===== src/verilog/shift_pkg.sv =====
package shift_pkg;

    // Datapath width and binary shift amount width.
    localparam int DATA_W  = 8;
    localparam int SHAMT_W = 3;

    // Cycles from request strobe to response strobe.
    localparam int LATENCY = 2;

    typedef enum logic [2:0] {
        SHL = 3'd0,
        SHR = 3'd1,
        ASR = 3'd2,
        ROL = 3'd3,
        ROR = 3'd4
    } shift_op_e;

    // Request as presented at the top level.
    typedef struct packed {
        shift_op_e          op;
        logic [SHAMT_W-1:0] amount;
        logic [DATA_W-1:0]  data;
    } shift_req_t;

    // Request after decode, amount replaced by a one-hot lane.
    typedef struct packed {
        shift_op_e         op;
        logic [DATA_W-1:0] lane;
        logic [DATA_W-1:0] data;
    } shift_dec_t;

    typedef struct packed {
        logic [DATA_W-1:0] result;
        logic              carry;
        logic              zero;
    } shift_rsp_t;

endpackage


===== src/verilog/onehot_decoder.sv =====
`timescale 1ns/1ps

module onehot_decoder (
    input  logic                          clk,
    input  logic [shift_pkg::SHAMT_W-1:0] amount,
    output logic [shift_pkg::DATA_W-1:0]  lane
);

    import shift_pkg::*;

    // One comparator per lane.
    for (genvar i = 0; i < DATA_W; i++) begin : g_lane
        assign lane[i] = (amount == SHAMT_W'(i));
    end

    // Amount must always hit exactly one lane, so the width pair stays consistent.
    a_lane_onehot: assert property (
        @(posedge clk) $onehot(lane)
    ) else $error("lane select not one-hot: %h", lane);

endmodule


===== src/verilog/onehot_mux.sv =====
`timescale 1ns/1ps

module onehot_mux #(
    parameter int N        = 8,
    parameter int DATA_W_P = 8
) (
    input  logic                  clk,
    input  logic                  valid,
    input  logic [N*DATA_W_P-1:0] in,
    input  logic [N-1:0]          sel,
    output logic [DATA_W_P-1:0]   out
);

    // AND each slice with its select, then OR all slices.
    always_comb begin
        out = '0;
        for (int i = 0; i < N; i++) begin
            out = out | (in[i*DATA_W_P +: DATA_W_P] & {DATA_W_P{sel[i]}});
        end
    end

    // Select comes from a registered upstream decode.
    a_sel_onehot: assert property (
        @(posedge clk) valid |-> $onehot(sel)
    ) else $error("mux select not one-hot: %h", sel);

endmodule


===== src/verilog/shift_network.sv =====
`timescale 1ns/1ps

module shift_network (
    input  logic                  clk,
    input  shift_pkg::shift_dec_t dec,
    input  logic                  dec_valid,
    output shift_pkg::shift_rsp_t rsp_next
);

    import shift_pkg::*;

    logic [DATA_W*DATA_W-1:0] lane_res;
    logic [DATA_W-1:0]        lane_carry;
    logic [DATA_W-1:0]        result;
    logic                     carry;
    logic                     fill;

    // Sign copy for ASR, zeros otherwise.
    assign fill = (dec.op == ASR) & dec.data[DATA_W-1];

    for (genvar d = 0; d < DATA_W; d++) begin : g_lane
        logic [DATA_W-1:0] shl_d;
        logic [DATA_W-1:0] shr_d;
        logic [DATA_W-1:0] rol_d;
        logic [DATA_W-1:0] ror_d;
        logic [DATA_W-1:0] res_d;
        logic              out_l_d;
        logic              out_r_d;
        logic              carry_d;

        if (d == 0) begin : g_pass
            // Zero distance passes data through with no carry.
            assign shl_d   = dec.data;
            assign shr_d   = dec.data;
            assign rol_d   = dec.data;
            assign ror_d   = dec.data;
            assign out_l_d = 1'b0;
            assign out_r_d = 1'b0;
        end else begin : g_fixed
            assign shl_d   = {dec.data[DATA_W-1-d:0], {d{1'b0}}};
            assign shr_d   = {{d{fill}}, dec.data[DATA_W-1:d]};
            assign rol_d   = {dec.data[DATA_W-1-d:0], dec.data[DATA_W-1:DATA_W-d]};
            assign ror_d   = {dec.data[d-1:0], dec.data[DATA_W-1:d]};
            // Last bit off each end, which is also the wrapped bit of a rotate.
            assign out_l_d = dec.data[DATA_W-d];
            assign out_r_d = dec.data[d-1];
        end

        always_comb begin
            case (dec.op)
                SHL: begin
                    res_d   = shl_d;
                    carry_d = out_l_d;
                end
                SHR, ASR: begin
                    res_d   = shr_d;
                    carry_d = out_r_d;
                end
                ROL: begin
                    res_d   = rol_d;
                    carry_d = out_l_d;
                end
                ROR: begin
                    res_d   = ror_d;
                    carry_d = out_r_d;
                end
                default: begin
                    res_d   = dec.data;
                    carry_d = 1'b0;
                end
            endcase
        end

        assign lane_res[d*DATA_W +: DATA_W] = res_d;
        assign lane_carry[d]                = carry_d;
    end

    onehot_mux #(
        .N        (DATA_W),
        .DATA_W_P (DATA_W)
    ) u_res_mux (
        .clk   (clk),
        .valid (dec_valid),
        .in    (lane_res),
        .sel   (dec.lane),
        .out   (result)
    );

    onehot_mux #(
        .N        (DATA_W),
        .DATA_W_P (1)
    ) u_carry_mux (
        .clk   (clk),
        .valid (dec_valid),
        .in    (lane_carry),
        .sel   (dec.lane),
        .out   (carry)
    );

    assign rsp_next = '{result: result, carry: carry, zero: ~|result};

    // Rotations only move bits around.
    a_rot_popcount: assert property (
        @(posedge clk) dec_valid && (dec.op inside {ROL, ROR})
            |-> $countones(rsp_next.result) == $countones(dec.data)
    ) else $error("rotate changed bit count: %h -> %h", dec.data, rsp_next.result);

endmodule


===== src/verilog/shift_unit.sv =====
`timescale 1ns/1ps

module shift_unit (
    input  logic                  clk,
    input  logic                  rst_n,
    input  logic                  req_valid,
    input  shift_pkg::shift_req_t req,
    output logic                  rsp_valid,
    output shift_pkg::shift_rsp_t rsp
);

    import shift_pkg::*;

    logic [DATA_W-1:0] lane;
    shift_dec_t        dec_q;
    logic              dec_valid;
    shift_rsp_t        rsp_next;

    // Stage 1 decode.
    onehot_decoder u_onehot_decoder (
        .clk    (clk),
        .amount (req.amount),
        .lane   (lane)
    );

    always_ff @(posedge clk) begin
        if (!rst_n) begin
            dec_valid <= 1'b0;
        end else begin
            dec_valid <= req_valid;
        end
    end

    always_ff @(posedge clk) begin
        if (req_valid) begin
            dec_q <= '{op: req.op, lane: lane, data: req.data};
        end
    end

    // Stage 2 shift network.
    shift_network u_shift_network (
        .clk       (clk),
        .dec       (dec_q),
        .dec_valid (dec_valid),
        .rsp_next  (rsp_next)
    );

    always_ff @(posedge clk) begin
        if (!rst_n) begin
            rsp_valid <= 1'b0;
        end else begin
            rsp_valid <= dec_valid;
        end
    end

    // Holds last response while idle.
    always_ff @(posedge clk) begin
        if (dec_valid) begin
            rsp <= rsp_next;
        end
    end

    // Every strobe comes back exactly LATENCY cycles later, and nothing else does.
    a_latency: assert property (
        @(posedge clk) disable iff (!rst_n)
            $past(rst_n) && $past(rst_n, LATENCY)
                |-> rsp_valid == $past(req_valid, LATENCY)
    ) else $error("rsp_valid does not follow req_valid by %0d cycles", LATENCY);

endmodule


===== config.mk =====
export PLATFORM = sky130hd
export DESIGN_NAME = shift_unit
export DESIGN_NICKNAME = d
export VERILOG_FILES = /design/src/verilog/shift_pkg.sv /design/src/verilog/onehot_decoder.sv /design/src/verilog/onehot_mux.sv /design/src/verilog/shift_network.sv /design/src/verilog/shift_unit.sv
export SDC_FILE = /design/constraint.sdc
export NUM_CORES = 1
export LEC_CHECK = 0
export BUFFER_PORTS_ARGS = -buffer_cell sky130_fd_sc_hd__buf_4
export CAP_MARGIN = 10
export CORE_UTILIZATION = 35
export CTS_CLUSTER_SIZE = 12
export DETAILED_ROUTE_END_ITERATION = 16
export PLACE_DENSITY = 0.57
export SETUP_SLACK_MARGIN = 0.02
export SLEW_MARGIN = 20
export SYNTH_ARGS = -nofsm -noshare
export SYNTH_HDL_FRONTEND = slang
export SYNTH_SLANG_ARGS = --single-unit

===== constraint.sdc =====
create_clock -name clk -period 6.4 [get_ports clk]
set_input_delay 0.64 -clock clk [delete_from_list [all_inputs] [get_ports clk]]
set_output_delay 0.64 -clock clk [all_outputs]
set_load 0.02 [all_outputs]

# Yosys cells after proc, flatten, opt, wreduce, memory -nomap -nowiden
# Cells that the tools add are included.
dict set report classes {
  n_eq_ne 11
  muxes 14
  n_bitwise 29
  n_reduce_logical 8
}
# operator n
set ops {}
lappend ops {{$pmux W8 S4} 6}
lappend ops {{$and A8 B8 Y8} 8}
lappend ops {{$or A8 B8 Y8} 7}
lappend ops {{$pmux W8 S3} 1}
lappend ops {{$eq A3 B3 Y1 const B} 5}
lappend ops {{$pmux W1 S2} 7}
lappend ops {{$eq A3 B2 Y1 const B} 4}
lappend ops {{$and A1 B1 Y1} 8}
lappend ops {{$reduce_or A8 Y1} 1}
lappend ops {{$eq A3 B1 Y1 const B} 2}
lappend ops {{$logic_not A3 Y1} 2}
lappend ops {{$or A1 B1 Y1} 6}
lappend ops {{$reduce_or A2 Y1} 3}
lappend ops {{$reduce_or A3 Y1} 1}
lappend ops {{$logic_not A1 Y1} 1}
dict set report totals {
  ff_bits 31
  in_bits 17
  output_inout_bits 11
}

# Depth between registers and ports, before layout
dict set report depth {
  word_depth 13
  depth_mapped 11
  mapped_depth_nobuf 7
}

# By module
# Synthesis repeated with hierarchy kept, for this count alone.
dict set report hier_totals {
  cells_unflattened 364
  area_unflattened_um2 3027.9
}
# mod instances cells_each area_each_um2 seq_area_each_um2
set by_module_without_submodules {}
lappend by_module_without_submodules {shift_network 1 270 1682.9 0.0}
lappend by_module_without_submodules {shift_unit 1 33 923.4 910.9}
lappend by_module_without_submodules {{onehot_mux at u_shift_network.u_res_mux} 1 48 320.3 0.0}
lappend by_module_without_submodules {onehot_decoder 1 8 65.1 0.0}
lappend by_module_without_submodules {{onehot_mux at u_shift_network.u_carry_mux} 1 5 36.3 0.0}

# Worst setup path after synthesis
# No wires, ideal clock.
dict set report synth_timing {
  kind {reg2reg}
  from {reg dec_q[17] in the netlist's numbering}
  to {reg rsp[0] in the netlist's numbering, data pin}
  arrival_time_ns 2.289
  required_time_ns 6.250
  slack_ns 3.961
  path_stages_with_launch 9
  period_less_slack_ns 2.439
  path_cell_list {edfxtp_1 buf_6 xor2_1 mux2_2 o221ai_1 and4_1 a31oi_1 or3_1 nor3_2}
}
# item line
set synth_rtl {}
lappend synth_rtl {{from (decl)} shift_unit.sv:15} ;# shift_dec_t dec_q;
lappend synth_rtl {{from (signal assigned)} shift_unit.sv:36} ;# dec_q <= '{op: req.op, lane: lane, data: req.data};
lappend synth_rtl {{to (signal assigned)} shift_unit.sv:59} ;# rsp <= rsp_next;
lappend synth_rtl {{to (decl)} shift_unit.sv:9} ;# output shift_pkg::shift_rsp_t rsp

==> results.txt <==
Run status -> complete, no violations
Iteration-0 DRC count of the detailed router -> 436
Initial antenna violation count -> 0
CP startpoint kind -> flop
Number of remaining DRC errors -> 0
Clk_lat worst skew -> 0.30 ns
Worst setup EP type -> flop
Die W -> 93.5 µm
Cell depth of the worst flop-to-flop path -> 8
Final Wtd Congestion -> 0.910
Die Y -> 93.5 µm
Max Clock Skew -> 0.0215 ns
Routed met3 length -> 973 µm
Worst min path class -> in2reg
DIE AREA -> 8740 µm²
Setup TNS -> 0 ns
Crit path DAT -> 3.82 ns
Leak -> 1.06 nW
Layout cell share with drive strength beyond 1 -> 15.3%
CTS sink count -> 31
Unique masters post-synth -> 66
Initial Utilization -> 35.8%
Worst-path maximum fanout -> 31
Vias per inst -> 6.64
Max frequency -> 272 MHz
Fin nets -> 362
Avg Cell Area, Syn -> 8.32 µm²
# H-tree levels -> 2
Max Root-Sink Buffers -> 2
Setup WS post-layout -> 2.72 ns
Num CTS Buffers -> 5
DRT Pass-1 Iters -> 7
Vias in the first global route -> 2712
Final hold vios -> 0
RSZ-0062 raised after global routing -> no
Pwr Density -> 209 nW/µm²
Synthesized area -> 2930 µm²
Critical path depth in cells -> 8
Post-layout min period -> 3.68 ns
GRT Total Usage -> 22.5%
Slowest stage cell, crit path -> edfxtp_1
WL met1 -> 3.87 mm
Antenna cells -> 0
CTS tree -> done
Clk slew on worst S/H paths -> 0.09 ns
Type of the worst setup path -> reg2reg
Area Growth Syn to Fin -> 7.43%
Global-route wire length before repair -> 15.2 mm
Final worst-path cycle share -> 57.5%
Tot Pwr -> 0.660 mW
Asr flop ratio synth -> 0%
Routed wl met2 -> 4.19 mm
Synthesis warning total -> 0
Hold Crit Depth -> 1
Slew margin rel. -> 36.2%
Post-layout util -> 38.5%
Final setup viols -> 0
Total congestion overflow -> 0
PortBufs -> 27
Critical Path RT -> 6.54 ns
Pre-CTS setup slack -> 2.83 ns
CTS Root Cell -> clkbuf_8
CTS Hold Buffers Added -> 0
DRT antenna net count -> 0
Top layer in use -> met4
WL final -> 9.44 mm
Largest delay share family, worst path -> flip-flops
CTS resizes -> 0
Maxcap violations -> 0
Post-synth EDFFs -> 29
Ys flop type -> edfxtp_1
Routed vias -> 2995
Row cnt -> 33
Slowest stage delay, CP -> 0.96 ns
Worst slew pin tran -> 0.958 ns
Wire length per cell -> 20.9 µm
Post-CTS Setup Repair Bufs -> 0
Core footprint -> 8180 µm²
Worst path cell trace -> buf_4 > xor2_1 > mux2_2 > o221ai_1 > and4_1 > a31oi_1 > or3_1 > nor3_2
Synthesized net count -> 369
VDD IR max -> 0.148 mV
Synthesized netlist cell count -> 352
Final Max Tran Viols -> 0
DP HPWL -> 6.22 mm
Post-synthesis sequential area ratio -> 31.1%
Fillers -> 852
Synthesized flop and latch total -> 31
Buffers & Inverters on Critical Path -> 1
Largest net degree at the start of global routing -> 61
Number of I/O pins -> 28
==> sequential cells by signal, indices dropped and copies added, names as in the netlist <==
register and cells:
rsp_valid 1, dec_valid 1, dec_q 19, rsp 10
==> cell families (layout without fill, tap and decap cells) <==
kind of cell    Yosys count  after routing  share of synthesized area [%]
flops                    31             31                           31.1
buf+inv                  49             43                           8.16
fa+ha+maj                 3              3                           1.07
simple gates            120            120                           22.8
compound gates          138            138                           32.4
mux                       9              9                           3.33
xor+xnor                  2              2                           1.24
==> through the flow <==
step	cells	area (µm²)	hold WS (ns)
after floorplan	352	2930	0.598
after global placement	443	3070	0.675
after detailed placement	443	3070	0.698
after CTS	451	3150	0.509
after global routing	451	3150	0.500
final	451	3150	0.510
==> worst reg2reg max path, cell delays in order, from the launching register on <==
cell	delay, ns
edfxtp_1	0.96
buf_4	0.44
xor2_1	0.74
mux2_2	0.42
o221ai_1	0.16
and4_1	0.22
a31oi_1	0.09
or3_1	0.40
nor3_2	0.11
==> cells in the mapped netlist, types with 6 or more instances <==
cell,number,share of area [%]
nand2_1,31,4.0
edfxtp_1,29,30
a21oi_1,28,4.8
clkbuf_1,26,3.3
o21ai_0,26,4.4
nor2_1,16,2.0
nand2b_1,14,3.0
a211oi_1,8,2.0
buf_2,8,1.4
nor3b_1,8,2.0
o221ai_1,8,2.4
nor2b_1,7,1.5
nor3_1,7,1.2
o22ai_1,7,1.5
a31oi_1,6,1.3
buf_6,6,2.3
mux2_2,6,2.3
==> worst paths after layout <==
kind	from	end	slack [ns]
max	dec_q[16]$_DFFE_PP_	rsp[0]$_DFFE_PP_	2.72
min reg2reg	dec_valid$_SDFF_PN0_	rsp[9]$_DFFE_PP_	0.68
min	req[7]	dec_q[7]$_DFFE_PP_	0.51
max reg2reg	dec_q[16]$_DFFE_PP_	rsp[0]$_DFFE_PP_	2.72
==> metal layers <==
metal / GRT usage, % / vias to the layer above
met5: 0 / -
met4: 9.74 / 0
met3: 3.58 / 46
met2: 35.0 / 226
met1: 30.7 / 1385
li1: - / 1338
==> area by class of cell <==
cell class / instances / area [µm²] / area share, %
Clock inverter: 1 / 5.00 / 0.159
Clock buffer: 7 / 76.3 / 2.42
Inverter: 5 / 18.8 / 0.596
Tap cell: 105 / 131 / 4.17
Timing Repair Buffer: 30 / 225 / 7.15
Sequential cell: 31 / 911 / 28.9
Multi-Input combinational cell: 272 / 1780 / 56.6
==> power by group <==
group / leakage, nW / switching [mW] / internal, mW
sequential: 0.300 / 0.0477 / 0.242
combinational: 0.718 / 0.122 / 0.0930
clock: 0.0422 / 0.0787 / 0.0764
==> placed cells by master (no fill, tap or decap), drive strengths merged, types with 8 or more instances in the layout <==
cell | netlist | layout
nand2b | 14 | 14
buf | 18 | 30
nor3 | 8 | 8
edfxtp | 29 | 29
nand2 | 31 | 31
nor2 | 16 | 16
a21oi | 29 | 29
a211oi | 8 | 8
o21ai | 29 | 29
nor3b | 8 | 8
o221ai | 8 | 8
Power figures use the tool's default switching activity.
